--- src/verilog/fpu_settings.svh ---
`ifndef FPU_SETTINGS_SVH
`define FPU_SETTINGS_SVH

// operand and result width
`define FPU_XLEN 64

// operation code width from the issue stage
`define FPU_OP_W 5

// cycles from in_valid to out_valid
`define FPU_LATENCY 2

`endif
--- src/verilog/fpu_pkg.sv ---
`default_nettype none

`include "fpu_settings.svh"

package fpu_pkg;

  typedef enum logic [`FPU_OP_W-1:0] {
    op_fadd     = 0,
    op_fsub     = 1,
    op_fmul     = 2,
    op_fdiv     = 3,  // not implemented, returns zero
    op_fsqrt    = 4,  // not implemented, returns zero
    op_fcvt_l_d = 5,
    op_fcvt_d_l = 6,
    op_fmv_x_d  = 7,
    op_fmv_d_x  = 8
  } fpu_op_e;

  typedef logic [10:0]          fp_exp_t;   // biased exponent
  typedef logic [51:0]          fp_man_t;   // stored fraction, hidden one implied
  typedef logic [`FPU_XLEN-1:0] fp_word_t;

  localparam int fp_bias = 1023;

  // leading zeros of a full word, 64 for an all-zero word
  function automatic logic [6:0] lzc64(input fp_word_t v);
    logic [6:0] n;
    logic       found;
    n     = 7'd64;
    found = 1'b0;
    for (int i = 63; i >= 0; i--) begin
      if (v[i] && !found) begin
        n     = 7'(63 - i);
        found = 1'b1;
      end
    end
    return n;
  endfunction

endpackage

`default_nettype wire

--- src/verilog/fpu_control.sv ---
`default_nettype none

module fpu_control (
  input  logic              clk,
  input  logic              arst_n,
  input  logic              in_valid,
  input  fpu_pkg::fpu_op_e  fpu_op,
  input  fpu_pkg::fp_word_t in1,
  input  fpu_pkg::fp_word_t sum,
  input  fpu_pkg::fp_word_t product,
  input  fpu_pkg::fp_word_t cvt_out,
  output logic              sub,
  output logic              to_int,
  output logic              out_valid,
  output fpu_pkg::fp_word_t out,
  output logic              fpu_rd,
  output logic              fpu_rs1,
  output logic              unsupported
);
  import fpu_pkg::*;

  logic     valid_q1;
  fpu_op_e  op_q1;
  fpu_op_e  op_q2;
  fp_word_t in1_q1;   // kept for the move ops
  fp_word_t in1_q2;
  logic     rd_d;
  logic     rs1_d;
  logic     unsup_d;

  // unit controls are decoded straight from the issue port
  assign sub    = (fpu_op == op_fsub);
  assign to_int = (fpu_op == op_fcvt_l_d);

  // ##################################################
  // valid, op and flag pipeline

  always_comb begin
    rd_d    = 1'b0;
    rs1_d   = 1'b0;
    unsup_d = 1'b0;
    case (op_q1)
      op_fadd, op_fsub, op_fmul: begin
        rd_d  = 1'b1;
        rs1_d = 1'b1;
      end
      op_fdiv, op_fsqrt: begin
        rd_d    = 1'b1;
        rs1_d   = 1'b1;
        unsup_d = 1'b1;
      end
      op_fcvt_l_d, op_fmv_x_d: rs1_d = 1'b1;   // integer destination
      op_fcvt_d_l, op_fmv_d_x: rd_d  = 1'b1;   // integer source
      default:                 unsup_d = 1'b1;
    endcase
  end

  always_ff @(posedge clk or negedge arst_n) begin
    if (!arst_n) begin
      valid_q1    <= 1'b0;
      out_valid   <= 1'b0;
      op_q1       <= op_fadd;
      op_q2       <= op_fadd;
      fpu_rd      <= 1'b0;
      fpu_rs1     <= 1'b0;
      unsupported <= 1'b0;
    end else begin
      valid_q1    <= in_valid;
      out_valid   <= valid_q1;
      op_q1       <= fpu_op;
      op_q2       <= op_q1;
      fpu_rd      <= valid_q1 & rd_d;    // quiet when idle
      fpu_rs1     <= valid_q1 & rs1_d;
      unsupported <= valid_q1 & unsup_d;
    end
  end

  always_ff @(posedge clk) begin
    in1_q1 <= in1;
    in1_q2 <= in1_q1;
  end

  // ##################################################
  // result select from the stage 2 outputs

  always_comb begin
    case (op_q2)
      op_fadd, op_fsub:         out = sum;
      op_fmul:                  out = product;
      op_fcvt_l_d, op_fcvt_d_l: out = cvt_out;
      op_fmv_x_d, op_fmv_d_x:   out = in1_q2;   // plain bit copy
      default:                  out = '0;
    endcase
  end

endmodule

`default_nettype wire

--- config.mk ---
export PLATFORM = sky130hd
export DESIGN_NAME = fpu_control
export DESIGN_NICKNAME = d
export VERILOG_FILES = /design/src/verilog/fpu_pkg.sv /design/src/verilog/fpu_control.sv
export VERILOG_INCLUDE_DIRS = /design/src /design/src/verilog
export SDC_FILE = /design/constraint.sdc
export NUM_CORES = 1
export LEC_CHECK = 0
export BUFFER_PORTS_ARGS = -buffer_cell sky130_fd_sc_hd__buf_2
export CORE_MARGIN = 1.5
export CORE_UTILIZATION = 25
export DETAILED_ROUTE_END_ITERATION = 6
export SLEW_MARGIN = 30
export SYNTH_ARGS = -nofsm -noshare
export SYNTH_HDL_FRONTEND = slang
export SYNTH_SLANG_ARGS = --single-unit
--- constraint.sdc ---
create_clock -name clk -period 4.45 [get_ports clk]
set_input_delay 0.6675 -clock clk [delete_from_list [all_inputs] [get_ports clk]]
set_output_delay 0.6675 -clock clk [all_outputs]
set_load 0.005 [all_outputs]
==> results by group, run 1 <==
Status
  – Result of the run: finished, final reports clean

Clocking
  – Number of instances resized during post-cts repair: 0
  – Number of clock sinks: 143
  – Worst-Skew Late Latency: 0.40 ns
  – Clock tree buffer depth: 2
  – Post-CTS Repair Setup Buffers: 0
  – Clock tree from TritonCTS: done
  – CTS root buffer: sky130_fd_sc_hd__clkbuf_16
  – Number of hold buffers added after cts: 0
  – Clock transition at the registers of the reported paths: 0.06 ns
  – H-Tree Level Count: 4
  – Num CTS Buffers: 17

Worst setup path
  – Source of the worst register-to-register timing path: op_q1[2]$_DFF_PN0_
  – Critical path startpoint category: flip-flop
  – Top fanout value on the critical path: 39
  – Worst-path cell with the longest stage delay: sky130_fd_sc_hd__or4b_1
  – Worst EP required: 3.78 ns
  – Biggest cell delay along the critical path: 0.65 ns
  – Critical path capture point type: output pin
  – CP Buf/Inv Count: 2
  – R2r setup slk: 3.42 ns
  – Worst Setup Path Type: reg2out
  – Family of cells with the greatest summed delay on the critical path: compound AO/OA/AOI/OAI gates
  – Reg-to-reg endpoint: fpu_rs1$_DFF_PN0_
  – Destination of the critical timing path: out[35]
  – Crit path cell chain: or4b_1 > a21oi_4 > buf_12 > a221o_1 > buf_2
  – Launching instance or port of the critical path: op_q2[1]$_DFF_PN0_
  – Critical Path AT: 3.00 ns
  – Worst Reg2Reg Path Length in Cells: 2
  – Number of gates on the worst path with buffers counted: 5

Global route
  – Global Route met3 Usage: 0.0570
  – GRT Total Usage: 0.156
  – Vias in the first global route: 4,197
  – Number of antenna violations at the first check in global routing: 1
  – Met1 Use GR: 0.174
  – GR Overflow Total: 0
  – GRT Max-Usage Layer: met2
  – Routing usage on met2: 0.275
  – Wire length of the first global-routing pass: 21.8 mm
  – Pin count of the biggest net entering global routing: 40

Die
  – # IOs: 334
  – Area enclosed by the die boundary: 0.0189 mm²
  – Overall die width: 137 µm
  – Effective utilization at floorplan: 0.258
  – Total core area: 0.0175 mm²
  – Core Rows: 48
  – Die boundary height: 137 µm

STA
  – Total Neg Setup Slack: 0 ns
  – Worst hold margin: 0.143 ns
  – Final worst path period share: 0.824
  – Maximum clock rate: 273 MHz
  – Worst slew margin: 0.492
  – Final critical path time including I/O delays and setup: 3.67 ns
  – Number of setup violations in the final report: 0
  – Worst slew pin tran: 0.761 ns
  – Hold violation count in the final report: 0
  – RSZ-0062 raised after global routing: false
  – Post-route clock skew: 0.00793 ns
  – Max-slew violation count: 0

Finish
  – Design area: 0.00698 mm²
  – Post-layout net count: 915
  – Most common library cell in the layout ignoring fill and taps: sky130_fd_sc_hd__buf_2
  – Share of cells above drive strength 1: 0.569
  – Highest-count cells in the layout ignoring fill and taps: sky130_fd_sc_hd__buf_2, sky130_fd_sc_hd__dfxtp_1, sky130_fd_sc_hd__a32o_1, sky130_fd_sc_hd__a221o_1, sky130_fd_sc_hd__clkbuf_16
  – Ant diodes: 0
  – Area added between synthesis and finish: 54.5%
  – Filler cells: 1,688

Yosys
  – Number of distinct library cells after synthesis: 24
  – Synthesized netlist net count: 587
  – Number of flip-flops and latches in the synthesized netlist: 143
  – Synthesized area: 0.00452 mm²
  – Count of yosys warnings during synthesis: 0
  – Sequential area share after synthesis: 0.651
  – Post-synthesis cell count: 323
  – Syn_area_per_cell: 14.0 µm²

Detailed routing
  – Residual antenna-violating net count after detailed routing: 0
  – Aggregate routed wire length: 15.5 mm
  – First drt pass iteration count: 5
  – Count of vias placed by the detailed router: 4,379
  – Routed length per instance: 17.5 µm
  – Residual DRC count: 0
  – Via density per instance: 4.93
  – Iteration-0 DRC count of the detailed router: 285

Placement
  – Count of input and output buffers: 333
  – Area after DPL: 0.00644 mm²
  – Post-detail-place hpwl: 12.0 mm
  – RePlAce Congestion: 0.926

Power and ir drop
  – Peak supply drop: 256 µV
  – Cell leakage power: 0.00337 µW
  – Total power divided by cell area: 414 mW/mm²

Run
  – Maximum capacitance violations: 0

Min path
  – Worst min path class: in2async
==> cell usage after synthesis <==
| cell type | instances | area (µm²) |
|---|---|---|
| sky130_fd_sc_hd__and4b_1 | 1 | 10.0 |
| sky130_fd_sc_hd__clkbuf_1 | 25 | 93.8 |
| sky130_fd_sc_hd__a211oi_1 | 1 | 7.51 |
| sky130_fd_sc_hd__o21ai_0 | 1 | 5.00 |
| sky130_fd_sc_hd__o22ai_1 | 1 | 6.26 |
| sky130_fd_sc_hd__o21a_1 | 1 | 7.51 |
| sky130_fd_sc_hd__dfrtp_1 | 15 | 375 |
| sky130_fd_sc_hd__a32o_1 | 64 | 641 |
| sky130_fd_sc_hd__or4b_1 | 1 | 10.0 |
| sky130_fd_sc_hd__xnor2_1 | 1 | 8.76 |
| sky130_fd_sc_hd__dfxtp_1 | 128 | 2560 |
| sky130_fd_sc_hd__nor4bb_1 | 1 | 10.0 |
| sky130_fd_sc_hd__buf_2 | 6 | 30.0 |
| sky130_fd_sc_hd__nor2_1 | 1 | 3.75 |
| sky130_fd_sc_hd__nor4b_1 | 2 | 17.5 |
| sky130_fd_sc_hd__nor4_2 | 2 | 25.0 |
| sky130_fd_sc_hd__and3b_1 | 2 | 17.5 |
| sky130_fd_sc_hd__a221o_1 | 64 | 641 |
| sky130_fd_sc_hd__a21boi_0 | 1 | 7.51 |
| sky130_fd_sc_hd__a21oi_2 | 1 | 8.76 |
| sky130_fd_sc_hd__nor2b_1 | 1 | 6.26 |
| sky130_fd_sc_hd__clkbuf_2 | 1 | 5.00 |
| sky130_fd_sc_hd__nand4b_1 | 1 | 8.76 |
| sky130_fd_sc_hd__nor3b_1 | 1 | 7.51 |
==> stage by stage <==
| step | util | instances | setup slack, ns | total power (µW) |
|---|---|---|---|---|
| after global placement | 0.368 | 857 | 1.31 | 1660 |
| final | 0.399 | 889 | 0.783 | 2890 |
| after floorplan | - | 323 | 2.16 | 1480 |
| after CTS | 0.399 | 889 | 0.745 | 2940 |
| after detailed placement | 0.368 | 857 | 1.20 | 1660 |
| after global routing | 0.399 | 889 | 0.634 | 3030 |
==> registers in the layout, summed over array words and instances, names as in the netlist <==
| name | cells |
|---|---|
| fpu_rd | 1 |
| fpu_rs1 | 1 |
| in1_q1 | 64 |
| in1_q2 | 64 |
| op_q1 | 5 |
| op_q2 | 5 |
| out_valid | 1 |
| unsupported | 1 |
| valid_q1 | 1 |
==> worst min path at each step <==
| stage | endpoint | depth (start not counted) |
|---|---|---|
| 2_1_floorplan | in1_q2[0]$_DFF_P_ | 0 |
| 5_1_grt | fpu_rs1$_DFF_PN0_ | 1 |
| 3_3_place_gp | in1_q2[44]$_DFF_P_ | 0 |
| 6_report | fpu_rs1$_DFF_PN0_ | 1 |
| 4_1_cts | fpu_rs1$_DFF_PN0_ | 1 |
| 3_5_place_dp | in1_q2[18]$_DFF_P_ | 0 |
==> power by group <==
part,switching (µW),total [µW],internal (µW)
logic,102,252,149
registers,31.7,1380,1350
clock network,540,1260,716
total,674,2890,2220
==> cell type report <==
cell class	count	area, µm²	share of cell area
Clock inverter	15	111	0.0160
Timing Repair Buffer	341	1740	0.249
Multi-Input combinational cell	148	1480	0.212
Tap cell	225	282	0.0404
Sequential cell	143	2940	0.421
Clock buffer	17	425	0.0610
==> per-layer routing <==
metal / routed length, µm / up-vias
li1: - / 2020
met1: 6090 / 2092
met2: 7800 / 242
met3: 1350 / 23
met4: 290 / 2
met5: 13 / -
==> cells by family (layout without fill, tap and decap cells) <==
kind of cell,Yosys count,in the layout,synth area share
compound gates,134,134,0.293
flops,143,143,0.651
xor+xnor,1,1,0.00194
simple gates,13,13,0.0258
buf+inv,32,373,0.0285
(Power assumes the default switching activity.)
==> inputs of run 2 (changes only) <==
==> constraint.sdc (replaced) <==
create_clock -name clk -period 3.6 [get_ports clk]
set_input_delay 0.54 -clock clk [delete_from_list [all_inputs] [get_ports clk]]
set_output_delay 0.54 -clock clk [all_outputs]
set_load 0.005 [all_outputs]
==> results by group, run 2 (synthesis gave the netlist of run 1 again) <==
Min path
  – Worst min path class: in2async

Placement
  – Area after DPL: 0.00645 mm²
  – Post-detail-place hpwl: 12.1 mm
  – Cell total after placement: 857
  – Count of input and output buffers: 333
  – RePlAce Congestion: 0.852

Global route
  – Number of antenna violations at the first check in global routing: 3
  – Wire length of the first global-routing pass: 22.2 mm
  – Met1 Use GR: 0.180
  – Vias in the first global route: 4,313
  – GRT Total Usage: 0.158
  – Routing usage on met2: 0.273
  – GRT Max-Usage Layer: met2
  – Pin count of the biggest net entering global routing: 57
  – Global Route met3 Usage: 0.0563
  – GR Overflow Total: 0

Power and ir drop
  – Total power divided by cell area: 520 mW/mm²
  – Peak supply drop: 295 µV
  – Cell leakage power: 0.00338 µW

Clocking
  – Clock transition at the registers of the reported paths: 0.06 ns
  – Post-CTS Repair Setup Buffers: 0
  – H-Tree Level Count: 4
  – Num CTS Buffers: 17
  – Number of instances resized during post-cts repair: 0
  – Clock tree from TritonCTS: done
  – CTS root buffer: sky130_fd_sc_hd__clkbuf_16
  – Clock tree buffer depth: 2
  – Number of clock sinks: 143
  – Number of hold buffers added after cts: 0
  – Worst-Skew Late Latency: 0.41 ns

Worst setup path
  – Crit path cell chain: buf_4 > nor4_4 > buf_4 > a32o_1 > a221o_1 > buf_2
  – Biggest cell delay along the critical path: 0.70 ns
  – Worst EP required: 3.06 ns
  – Worst-path cell with the longest stage delay: sky130_fd_sc_hd__dfrtp_2
  – R2r setup slk: 2.54 ns
  – Crit-path most repeated cell: sky130_fd_sc_hd__buf_4
  – Source of the worst register-to-register timing path: op_q1[2]$_DFF_PN0_
  – Top fanout value on the critical path: 43
  – Launching instance or port of the critical path: op_q2[1]$_DFF_PN0_
  – Critical path capture point type: output pin
  – Critical Path AT: 2.76 ns
  – Critical path startpoint category: flip-flop
  – Worst Reg2Reg Path Length in Cells: 3
  – Worst Setup Path Type: reg2out

Status
  – Result of the run: finished, final reports clean

Finish
  – Highest-count cells in the layout ignoring fill and taps: sky130_fd_sc_hd__buf_2, sky130_fd_sc_hd__dfxtp_1, sky130_fd_sc_hd__a32o_1, sky130_fd_sc_hd__a221o_1, sky130_fd_sc_hd__clkbuf_16
  – Registers with the most flip-flops: in1_q1 x64, in1_q2 x64
  – Fin util: 0.402
  – Filler cells: 1,714
  – Area added between synthesis and finish: 55.5%
  – Most common library cell in the layout ignoring fill and taps: sky130_fd_sc_hd__buf_2
  – Finished Layout Cells: 892
  – Design area: 0.00702 mm²
  – Share of cells above drive strength 1: 0.565
  – Post-layout net count: 915

Run
  – Maximum capacitance violations: 0

Die
  – Die boundary height: 137 µm
  – Area enclosed by the die boundary: 0.0189 mm²
  – Total core area: 0.0175 mm²
  – Core Rows: 48
  – Effective utilization at floorplan: 0.258
  – Overall die width: 137 µm
  – # IOs: 334

Detailed routing
  – Aggregate routed wire length: 15.9 mm
  – Iteration-0 DRC count of the detailed router: 322
  – Count of vias placed by the detailed router: 4,471
  – Residual antenna-violating net count after detailed routing: 0
  – First drt pass iteration count: 5
  – Routed length per instance: 17.8 µm
  – Via density per instance: 5.01
  – Residual DRC count: 0

STA
  – Post-route clock skew: 0.00662 ns
  – Number of setup violations in the final report: 0
  – Final critical path time including I/O delays and setup: 3.30 ns
  – Max-slew violation count: 0
  – Worst slew margin: 0.635
  – Hold violation count in the final report: 0
  – Final worst path period share: 0.918
  – Total Neg Setup Slack: 0 ns
  – Worst hold margin: 0.0248 ns
  – Worst slew pin tran: 0.548 ns
  – Maximum clock rate: 303 MHz
  – RSZ-0062 raised after global routing: false
-- run 2: changes by cell type in the layout (fill, tap and decap cells not counted), sizes merged --
cell,previous run,this run
bufinv,0,1
inv,4,1
clkbuf,17,23
clkinv,7,4
diode,0,3
clkinvlp,4,3
-- run 2: final timing paths --
check | end
min in group clk | in1_q1[41]$_DFF_P_
min | op_q2[2]$_DFF_PN0_
max reg2reg | unsupported$_DFF_PN0_
min reg2reg | in1_q2[25]$_DFF_P_
max in group asynchronous | op_q2[1]$_DFF_PN0_
max | out[0]
-- run 2: power by group --
group	switching (µW)	total, µW	internal, µW
Sequential	36.8	1710	1670
Combinational	129	314	185
Clock	625	1630	1000
Total	791	3650	2860
-- run 2: final cells by class --
class | count | area (µm²) | share of cell area
sequential | 143 | 2940 | 0.418
timing repair buffer | 341 | 1750 | 0.249
multi-input combinational | 148 | 1480 | 0.211
clock buffer | 23 | 478 | 0.0681
tap | 225 | 282 | 0.0401
clock inverter | 9 | 85.1 | 0.0121
antenna | 3 | 7.51 | 0.00107
-- run 2: worst max-delay path, delay by kind of cell, from the launching register on --
family                 cells  cell delay (ns)
buffers and inverters      3             0.96
DFF                        1             0.70
AOI/OAI and AO/OA          2             0.53
and+or+nand+nor            1             0.10
-- run 2: stage by stage --
stage / power (µW) / worst slack, ns
final: 3650 / 0.296
after global routing: 3820 / 0.203
after CTS: 3710 / 0.288
after detailed placement: 2060 / 0.746
after global placement: 2050 / 0.842
after floorplan: 1830 / 1.44
-- run 2: routing by layer --
metal / up-vias / share of wire
li1: 2029 / -
met1: 2140 / 0.39
met2: 270 / 0.50
met3: 32 / 0.089
met4: 0 / 0.018
met5: - / 0
