[config.mk]
export PLATFORM = sky130hd
export DESIGN_NAME = fpu_addsub
export DESIGN_NICKNAME = d
export VERILOG_FILES = /design/src/verilog/fpu_pkg.sv /design/src/verilog/fpu_addsub.sv
export VERILOG_INCLUDE_DIRS = /design/src /design/src/verilog
export SDC_FILE = /design/constraint.sdc
export NUM_CORES = 1
export LEC_CHECK = 0
export BUFFER_PORTS_ARGS = -buffer_cell sky130_fd_sc_hd__clkbuf_2
export CAP_MARGIN = 20
export CELL_PAD_IN_SITES_DETAIL_PLACEMENT = 1
export CELL_PAD_IN_SITES_GLOBAL_PLACEMENT = 1
export CORE_MARGIN = 1
export CORE_UTILIZATION = 41
export DETAILED_ROUTE_END_ITERATION = 10
export GPL_ROUTABILITY_DRIVEN = 0
export PLACE_DENSITY = 0.9
export RECOVER_POWER = 50
export SKIP_CTS_REPAIR_TIMING = 1
export SLEW_MARGIN = 20
export SYNTH_ARGS = -nofsm -noshare
export SYNTH_HDL_FRONTEND = slang
export SYNTH_SLANG_ARGS = --single-unit
[constraint.sdc]
create_clock -name clk -period 9.1 [get_ports clk]
set_clock_uncertainty 0.15 [all_clocks]
set_input_delay 1.365 -clock clk [delete_from_list [all_inputs] [get_ports clk]]
set_output_delay 1.365 -clock clk [all_outputs]
set_load 0.05 [all_outputs]
[src/verilog/fpu_settings.svh]
`ifndef FPU_SETTINGS_SVH
`define FPU_SETTINGS_SVH

// operand and result width
`define FPU_XLEN 64

// operation code width from the issue stage
`define FPU_OP_W 5

// cycles from in_valid to out_valid
`define FPU_LATENCY 2

`endif
[src/verilog/fpu_pkg.sv]
`default_nettype none

`include "fpu_settings.svh"

package fpu_pkg;

  typedef enum logic [`FPU_OP_W-1:0] {
    op_fadd     = 0,
    op_fsub     = 1,
    op_fmul     = 2,
    op_fdiv     = 3,  // not implemented, returns zero
    op_fsqrt    = 4,  // not implemented, returns zero
    op_fcvt_l_d = 5,
    op_fcvt_d_l = 6,
    op_fmv_x_d  = 7,
    op_fmv_d_x  = 8
  } fpu_op_e;

  typedef logic [10:0]          fp_exp_t;   // biased exponent
  typedef logic [51:0]          fp_man_t;   // stored fraction, hidden one implied
  typedef logic [`FPU_XLEN-1:0] fp_word_t;

  localparam int fp_bias = 1023;

  // leading zeros of a full word, 64 for an all-zero word
  function automatic logic [6:0] lzc64(input fp_word_t v);
    logic [6:0] n;
    logic       found;
    n     = 7'd64;
    found = 1'b0;
    for (int i = 63; i >= 0; i--) begin
      if (v[i] && !found) begin
        n     = 7'(63 - i);
        found = 1'b1;
      end
    end
    return n;
  endfunction

endpackage

`default_nettype wire

[src/verilog/fpu_addsub.sv]
`default_nettype none

module fpu_addsub (
  input  logic              clk,
  input  logic              arst_n,
  input  fpu_pkg::fp_word_t in1,
  input  fpu_pkg::fp_word_t in2,
  input  logic              sub,
  output fpu_pkg::fp_word_t sum
);
  import fpu_pkg::*;

  fp_exp_t            exp_a;
  fp_exp_t            exp_b;
  fp_exp_t            exp_l;
  fp_exp_t            exp_s;
  logic               sign_b;
  logic               sign_l;
  logic               sign_s;
  logic [62:0]        mag_a;
  logic [62:0]        mag_b;
  logic [52:0]        sig_a;
  logic [52:0]        sig_b;
  logic [52:0]        sig_l;
  logic [52:0]        sig_s;
  logic               swap;
  logic [10:0]        shift;
  logic [107:0]       shift_wide;
  logic               sticky;
  logic               eff_sub;
  logic [56:0]        raw_sum;
  logic               sign_q;
  fp_exp_t            exp_q;
  logic [56:0]        sum_q;
  logic [6:0]         lz;
  logic [56:0]        norm;
  logic signed [12:0] exp_norm;
  logic               round_up;
  logic [53:0]        rounded;
  logic signed [12:0] exp_out;

  // ##################################################
  // stage 1 aligns and adds

  assign exp_a  = in1[62:52];
  assign exp_b  = in2[62:52];
  assign sign_b = in2[63] ^ sub;   // subtract by flipping the second sign

  // subnormals count as zero
  assign mag_a = (exp_a == '0) ? '0 : in1[62:0];
  assign mag_b = (exp_b == '0) ? '0 : in2[62:0];
  assign sig_a = (exp_a == '0) ? '0 : {1'b1, fp_man_t'(in1[51:0])};
  assign sig_b = (exp_b == '0) ? '0 : {1'b1, fp_man_t'(in2[51:0])};

  assign swap   = mag_b > mag_a;   // larger magnitude goes first
  assign sign_l = swap ? sign_b : in1[63];
  assign sign_s = swap ? in1[63] : sign_b;
  assign exp_l  = swap ? exp_b : exp_a;
  assign exp_s  = swap ? exp_a : exp_b;
  assign sig_l  = swap ? sig_b : sig_a;
  assign sig_s  = swap ? sig_a : sig_b;

  assign shift      = exp_l - exp_s;
  assign shift_wide = {sig_s, 55'b0} >> shift;
  assign sticky     = (shift > 11'd55) ? |sig_s : |shift_wide[52:0];
  assign eff_sub    = sign_l ^ sign_s;

  // bit 56 carry, 55 hidden one, 2..0 guard round sticky
  assign raw_sum = eff_sub ? {1'b0, sig_l, 3'b000} - {1'b0, shift_wide[107:53], sticky}
                           : {1'b0, sig_l, 3'b000} + {1'b0, shift_wide[107:53], sticky};

  always_ff @(posedge clk or negedge arst_n) begin
    if (!arst_n) begin
      sign_q <= 1'b0;
    end else begin
      sign_q <= sign_l & ~(eff_sub & (raw_sum == '0));   // +0 on exact cancel
    end
  end

  always_ff @(posedge clk) begin
    exp_q <= exp_l;
    sum_q <= raw_sum;
  end

  // ##################################################
  // stage 2 normalizes and rounds

  assign lz       = lzc64({sum_q, 7'b0});
  assign norm     = sum_q << lz;   // leading one lands on bit 56
  assign exp_norm = $signed({2'b00, exp_q}) + 13'sd1 - $signed({6'b0, lz});
  assign round_up = norm[3] & (|norm[2:0] | norm[4]);
  assign rounded  = {1'b0, norm[56:4]} + 54'(round_up);
  assign exp_out  = exp_norm + $signed({12'b0, rounded[53]});   // carry out of rounding

  always_ff @(posedge clk) begin
    if (sum_q == '0 || exp_out <= 0) begin
      sum <= {sign_q, 63'b0};   // flush underflow to zero
    end else if (exp_out >= 13'sd2047) begin
      sum <= {sign_q, 11'h7ff, 52'b0};
    end else begin
      sum <= {sign_q, exp_out[10:0], rounded[51:0]};
    end
  end

endmodule

`default_nettype wire

==> metrics, run 1 <==
Yosys top cell area share 0.1027; I/O pins 195; Error [ERROR GRT-0116] Global routing finished with congestion. Check the congestion regions in the DRC Viewer.; syn avg cell area 6.804 um2; Yosys warning total 0; GRT Util Overall 0.8710; vias in the first global route 54.41k; row cnt 91; initial core utilization 0.4163; status aborted with a tool error; Area contributors post-synth dfxtp_1 (10%), mux2i_1 (9.6%), ha_1 (9.2%), nand2_1 (7.0%), a21oi_1 (6.8%); Seq/Total Area, Yosys 0.1036; global-route wire length before repair 421400 um; largest net degree at the start of global routing 154; Distinct cells, synth 99; Post-synth ARST share 0.007519; area leader, netlist dfxtp_1; die height 252.6 um; number of synthesized flops with an enable pin 0; Clock Sink Count 133; Post-synth top cells nand2_1 (482), nor2_1 (402), a21oi_1 (351); Main synth FF type dfxtp_1; CTS Buf Count 17; dpl cell area 35210 um2; Stopped at global routing (5_1_grt); setup slack at placement -4.553 ns; Root Driver clkbuf_16; post-synthesis register bit count 133; total grt overflow 2364; Syn Nets 4106; Die X 252.6 um; Gate Count Post-Synth 3783; Clock Path Buffers 2; H-tree levels 4; PortBufs 194; top-count cell post-synth nand2_1; synthesized area 25740 um2; HPWL Detailed 156500 um
[per-stage QoR]
stage	util	std cells	TNS, ns
after global placement	0.5695	5599	-67.72
after floorplan	-	3783	-49.46
after CTS	0.5794	5631	-240.91
after detailed placement	0.5695	5599	-215.44
[layer usage]
metal | GRT overflow | global-route usage
met5 | 11 | 0.5838
met4 | 632 | 0.9328
met3 | 84 | 0.7335
met2 | 1571 | 1.047
met1 | 66 | 0.8144
[cell families after synthesis]
kind of cell | count (synthesis) | share of synthesized area
xor+xnor | 96 | 0.03267
buf+inv | 436 | 0.06635
mux | 372 | 0.1739
fa+ha+maj | 197 | 0.09615
compound gates | 1030 | 0.2508
flops | 133 | 0.1036
simple gates | 1519 | 0.2765
==> run 2: changes to the inputs <==
CELL_PAD_IN_SITES_DETAIL_PLACEMENT = not set   (was 1)
CELL_PAD_IN_SITES_GLOBAL_PLACEMENT = not set   (was 1)
CORE_UTILIZATION = 40   (was 41)
PLACE_DENSITY = not set   (was 0.9)
PLACE_DENSITY_LB_ADDON = 0.15   (was not set)
clock period = 11.85 ns   (was 9.1 ns; I/O delays follow)
==> run 2 against run 1 <==
- the flow now finishes without violations
- synthesized cell count unchanged
- synthesized area unchanged
==> metrics, run 2 <==
CP Capture Type flip-flop; WL final 113200 um; cell at the slowest stage of the critical path or4bb_1; global-route wire length before repair 170000 um; Distinct cells, synth 99 (unchanged); Clock Sink Count 133 (unchanged); slew margin rel. 0.2049; pwr dens 161.7 nW/um2; vias 31.51k; Switching Fraction 0.5326; CP max FO 17; setup violators final 0; CTS tree yes; Die X 255.7 um (was 252.6 um); Skew-Pair Late Insertion Delay 0.44 ns; placed cells 5259 (was 5599); I/O pins 195 (unchanged); WP data required 11.98 ns; initial core utilization 0.4066 (was 0.4163); Area contributors post-synth dfxtp_1 (10%), mux2i_1 (9.6%), ha_1 (9.2%), nand2_1 (7.0%), a21oi_1 (6.8%) (unchanged); vias in the first global route 29.22k; die area 65370 um2; Slew @ Worst Pin 1.180 ns; H-tree levels 4 (unchanged); status completed (was aborted with a tool error); commonest cells after routing, fill and taps aside buf_4 (701), nand2_1 (476), nor2_1 (395); DRT antenna net count 0; Reg power frac 0.141; cell repeated most along the worst path buf_4; r2r startpoint sum_q[52]$_DFF_P_; critical path buffer and inverter count 11; Yosys warning total 0 (unchanged); Worst Hold Launch sign_q$_DFF_PN0_; CP startpoint in2[62]; Layout Nets 4786; area leader, netlist dfxtp_1 (unchanged); wire per inst 21.27 um; most common cell after layout, fill and taps aside buf_4; Biggest register sum; top flop regs sum: 64 flops, sum_q: 57 flops, exp_q: 11 flops; Pint 2.550 mW; cell family with most CP delay compound AO/OA/AOI/OAI gates; synthesized area 25740 um2 (unchanged); layout cells sized above 1 0.2589; final core occ 0.5329; CP arrival 11.96 ns; total grt overflow 0; clock power share 0.102; number of synthesized flops with an enable pin 0 (unchanged); CTS Buf Count 17 (unchanged); worst min path class flip-flop to flip-flop; HPWL Detailed 92540 um (was 156500 um); setup slack at placement -0.7824 ns (was -4.553 ns); min Tclk post-route 11.83 ns; GRT Util Overall 0.3280; Syn Nets 4106 (unchanged); syn avg cell area 6.804 um2 (unchanged); Clock Path Buffers 2 (unchanged); fin worst setup slack 0.01512 ns; Slew Limit Fails 0; post-synthesis register bit count 133 (unchanged); Vias per Instance 5.920; Post-synth ARST share 0.007519 (unchanged); Net Switching 2.906 mW; detailed-route DRC error count 0; top-count cell post-synth nand2_1 (unchanged); maximum VDD drop 0.09332 mV; Main synth FF type dfxtp_1 (unchanged); largest net degree at the start of global routing 133; First-pass DRT Iterations 6; total negative slack 0 ns; initial antenna violation count 5; clock slew at reported path FFs 0.06 ns; Core ar. 63310 um2; Fin. Hold Viols 0; Post-synth top cells nand2_1 (482), nor2_1 (402), a21oi_1 (351) (unchanged); die height 255.7 um (was 252.6 um); Yosys top cell area share 0.1027 (unchanged); Fmax 0.08450 GHz; total power 5.455 mW; Synth-to-Final Area Change 31.09%; Final Non-Filler Cells 5322; DR iter-0 viols 3121; fraction of the cycle the final worst path needs 0.9987; crit start category input port; Antenna diodes 0; max-cap violations 0; Largest register FFs 64; Setup CP Type input port to flip-flop; Seq/Total Area, Yosys 0.1036 (unchanged); Root Driver clkbuf_16 (unchanged); PortBufs 194 (unchanged); Gate Count Post-Synth 3783 (unchanged); leakage power 15.54 nW; RSZ-0062 raised after global routing true; Comb power frac 0.758; crit-path max cell delay 0.47 ns; row cnt 92 (was 91)
[run 2: final cells by class]
cell class | instances | area, um2
clock buffer | 19 | 452.9
clock inverter | 13 | 168.9
fill | 6315 | 29570
inverter | 175 | 659.4
multi-input combinational | 3214 | 22100
sequential | 133 | 2668
tap | 846 | 1059
timing repair buffer | 922 | 6634
[run 2: layer usage]
metal / track usage / vias to the layer above / wire, um
met3: 0.05031 / 294 / 8823
met1: 0.4043 / 14730 / 46090
met4: 0.1901 / 6 / 7306
met2: 0.5411 / 1360 / 50930
li1: - / 15120 / -
met5: 0 / - / 34
[run 2: path summary, 6_finish.rpt]
check | to | slack, ns | cells past startpoint
hold / removal | sum[63]$_DFF_P_ | 0.23 | 0
min in group asynchronous | sign_q$_DFF_PN0_ | 0.99 | 1
max in group asynchronous | sign_q$_DFF_PN0_ | 10.41 | 1
hold reg to reg | sum[63]$_DFF_P_ | 0.23 | 0
setup / recovery | sign_q$_DFF_PN0_ | 0.02 | 52
setup reg to reg | sum[25]$_SDFF_PP0_ | 1.11 | 41
[run 2: worst register-to-register path, delay by kind of cell, from the launching register on]
family / cells / cell delay (ns)
and+or+nand+nor: 20 / 5.49
AOI/OAI and AO/OA: 10 / 1.88
buffers and inverters: 5 / 0.97
adders and majority gates: 3 / 0.94
muxes: 2 / 0.66
DFF: 1 / 0.36
xor gates and xnor gates: 1 / 0.20
[run 2: through the flow]
stage / area, um2 / hold WS, ns
2_1_floorplan: 26130 / 0.1742
3_3_place_gp: 32400 / 0.2122
3_5_place_dp: 32410 / 0.2117
4_1_cts: 33030 / 0.2250
5_1_grt: 33740 / 0.2316
6_report: 33740 / 0.2256
[run 2: cells by family (layout without fill, tap and decap cells)]
family	count (synthesis)	in the layout	synth area share
AOI/OAI and AO/OA	1030	1030	0.2508
buffers and inverters	436	1129	0.06635
and+or+nand+nor	1519	1519	0.2765
DFF	133	133	0.1036
xor gates and xnor gates	96	96	0.03267
adders and majority gates	197	197	0.09615
muxes	372	372	0.1739
[run 2: power groups by stage]
stage | sequential [mW] | clock, mW | combinational [mW]
2_1_floorplan | 1.08 | 0 | 2.14
3_3_place_gp | 0.768 | 0 | 3.98
3_5_place_dp | 0.773 | 0 | 3.98
4_1_cts | 0.763 | 0.566 | 4.00
5_1_grt | 0.787 | 0.587 | 4.38
6_report | 0.767 | 0.555 | 4.13
No activity file was read; power rests on OpenSTA's default activity.
==> run 3: changes to the inputs <==
CELL_PAD_IN_SITES_DETAIL_PLACEMENT = 0   (was not set)
CELL_PAD_IN_SITES_GLOBAL_PLACEMENT = 1   (was not set)
CORE_MARGIN = 2   (was 1)
==> run 3 against run 2 <==
- cell count is 1.0% higher
- critical path depth stayed put
- largest cell class unchanged
- sequential share of layout area is 0.11 points lower
- die area is 1.6% higher
- via count hardly changed
==> metrics, run 3 (synthesis results as in run 2) <==
status completed (unchanged); commonest cells after routing, fill and taps aside buf_4 (756), nand2_1 (477), nor2_1 (395) (was buf_4 (701), nand2_1 (476), nor2_1 (395)); Root Driver clkbuf_16 (unchanged); Skew-Pair Late Insertion Delay 0.44 ns (about the same); wire per inst 21.44 um (was 21.27 um); CTS tree yes (unchanged); CP Capture Type flip-flop (unchanged); Slew @ Worst Pin 1.173 ns (was 1.180 ns); PortBufs 194 (unchanged); detailed-route DRC error count 0 (unchanged); fraction of the cycle the final worst path needs 0.9971 (was 0.9987); cell at the slowest stage of the critical path mux4_2 (was or4bb_1); crit-path max cell delay 0.57 ns (was 0.47 ns); total negative slack 0 ns (unchanged); Clock Sink Count 133 (unchanged); largest net degree at the start of global routing 112 (was 133); HPWL Detailed 96020 um (was 92540 um); Layout Nets 4841 (was 4786); vias in the first global route 29.97k (was 29.22k); DRT antenna net count 0 (unchanged); global-route wire length before repair 174200 um (was 170000 um); initial core utilization 0.4066 (unchanged); I/O pins 195 (unchanged); Fin. Hold Viols 0 (unchanged); crit start category input port (unchanged); Synth-to-Final Area Change 32.99% (was 31.09%); Vias per Instance 5.860 (was 5.920); top flop regs sum: 64 flops, sum_q: 57 flops, exp_q: 11 flops (unchanged); met1 GRT Util 0.4002 (was 0.4043); RSZ-0062 raised after global routing true (unchanged); Clock Path Buffers 2 (unchanged); cell repeated most along the worst path buf_4 (unchanged); multi-input logic area 22150 um2 (was 22100 um2); Hold WS 0.2187 ns (was 0.2256 ns); Setup CP Type input port to flip-flop (unchanged); Final Non-Filler Cells 5377 (was 5322); most common cell after layout, fill and taps aside buf_4 (unchanged); fill count 6445 (was 6315); pwr dens 160.6 nW/um2 (was 161.7 nW/um2); global route hottest layer met2 (unchanged); die height 257.7 um (was 255.7 um); maximum VDD drop 0.1149 mV (was 0.09332 mV); layout cells sized above 1 0.2697 (was 0.2589); WP data required 11.98 ns (about the same); vias 31.51k (about the same); CTS Buf Count 17 (unchanged); register area 2668 um2 (unchanged); Largest register FFs 64 (unchanged); clock slew at reported path FFs 0.06 ns (about the same); Antenna diodes 0 (unchanged); Core ar. 63310 um2 (unchanged); GRT Util Overall 0.3329 (was 0.3280); max-cap violations 0 (unchanged); met3 usage 0.03877 (was 0.05031); First-pass DRT Iterations 6 (unchanged); Die X 257.7 um (was 255.7 um); min Tclk post-route 11.82 ns (was 11.83 ns); leakage power 15.81 nW (was 15.54 nW); setup violators final 0 (unchanged); H-tree levels 4 (unchanged); WL final 115300 um (was 113200 um); placed cells 5320 (was 5259); DR iter-0 viols 2742 (was 3121); initial antenna violation count 1 (was 5); CP max FO 27 (was 17); Fmax 0.08463 GHz (was 0.08450 GHz); Slew Limit Fails 0 (unchanged); CP arrival 11.95 ns (was 11.96 ns); die area 66390 um2 (was 65370 um2); Biggest register sum (unchanged); total grt overflow 0 (unchanged); worst min path class flip-flop to flip-flop (unchanged); met2 Usage GRT 0.5621 (was 0.5411); slew margin rel. 0.2098 (was 0.2049); row cnt 92 (unchanged)
run 3: cell count changes in the layout (fill, tap and decap cells not counted), moves of 3 or more:
| cell | delta |
|---|---|
| o21ai_0 | +6 |
| o21ai_1 | -9 |
| mux2i_2 | +3 |
| buf_6 | -5 |
| buf_4 | +55 |
| nand2_2 | -3 |
| a21oi_2 | +4 |
| mux2i_1 | -3 |
| a21oi_1 | -4 |
| a221oi_2 | -3 |
| a221oi_1 | +3 |
run 3: worst paths after layout:
kind,from,endpoint,slack (ns),cells past startpoint
worst max-delay path,in2[62],sign_q$_DFF_PN0_,0.03,52
worst min-delay path,sign_q$_DFF_PN0_,sum[63]$_DFF_P_,0.22,0
worst max register to register,sum_q[54]$_DFF_P_,sum[0]$_SDFF_PP0_,0.99,41
worst min register to register,sign_q$_DFF_PN0_,sum[63]$_DFF_P_,0.22,0
max in group asynchronous,arst_n,sign_q$_DFF_PN0_,10.45,1
min in group asynchronous,arst_n,sign_q$_DFF_PN0_,0.97,1
run 3: layout make-up:
cell class                 count  share of cell area
inverter                     175             0.01919
clock buffer                  19             0.01294
sequential                   133             0.07793
multi-input combinational   3214              0.6471
clock inverter                13            0.004898
tap                          846             0.03092
timing repair buffer         977              0.2070
run 3: routing by layer:
| layer | wire length (um) | share of wire |
|---|---|---|
| met5 | 0 | 0 |
| met3 | 7363 | 0.064 |
| met2 | 53520 | 0.46 |
| met1 | 45960 | 0.40 |
| met4 | 8436 | 0.073 |
run 3: worst max-delay path: cells and delay by family:
| family | cells | cell delay (ns) |
|---|---|---|
| muxes | 2 | 0.90 |
| xor gates and xnor gates | 1 | 0.10 |
| AOI/OAI and AO/OA | 23 | 4.59 |
| and+or+nand+nor | 15 | 2.58 |
| buffers and inverters | 8 | 1.20 |
| adders and majority gates | 3 | 0.76 |
run 3: per-stage QoR:
step           total power [mW]  worst slack [ns]  utilization  instance area (um2)
2_1_floorplan             3.223           -0.7092            -                26130
3_3_place_gp              4.821           -0.8520       0.5198                32910
3_5_place_dp              4.829           -0.8745       0.5198                32910
4_1_cts                   5.396           -0.4558       0.5294                33520
5_1_grt                   5.808           -0.4104       0.5407                34230
6_report                  5.499           0.03422       0.5407                34230
run 3: report_power, final:
| group | internal, mW | leakage (nW) | switching [mW] | total (mW) |
|---|---|---|---|---|
| Sequential | 0.626 | 1.12 | 0.149 | 0.774 |
| Clock | 0.338 | 0.295 | 0.210 | 0.548 |
| Combinational | 1.62 | 14.4 | 2.56 | 4.18 |
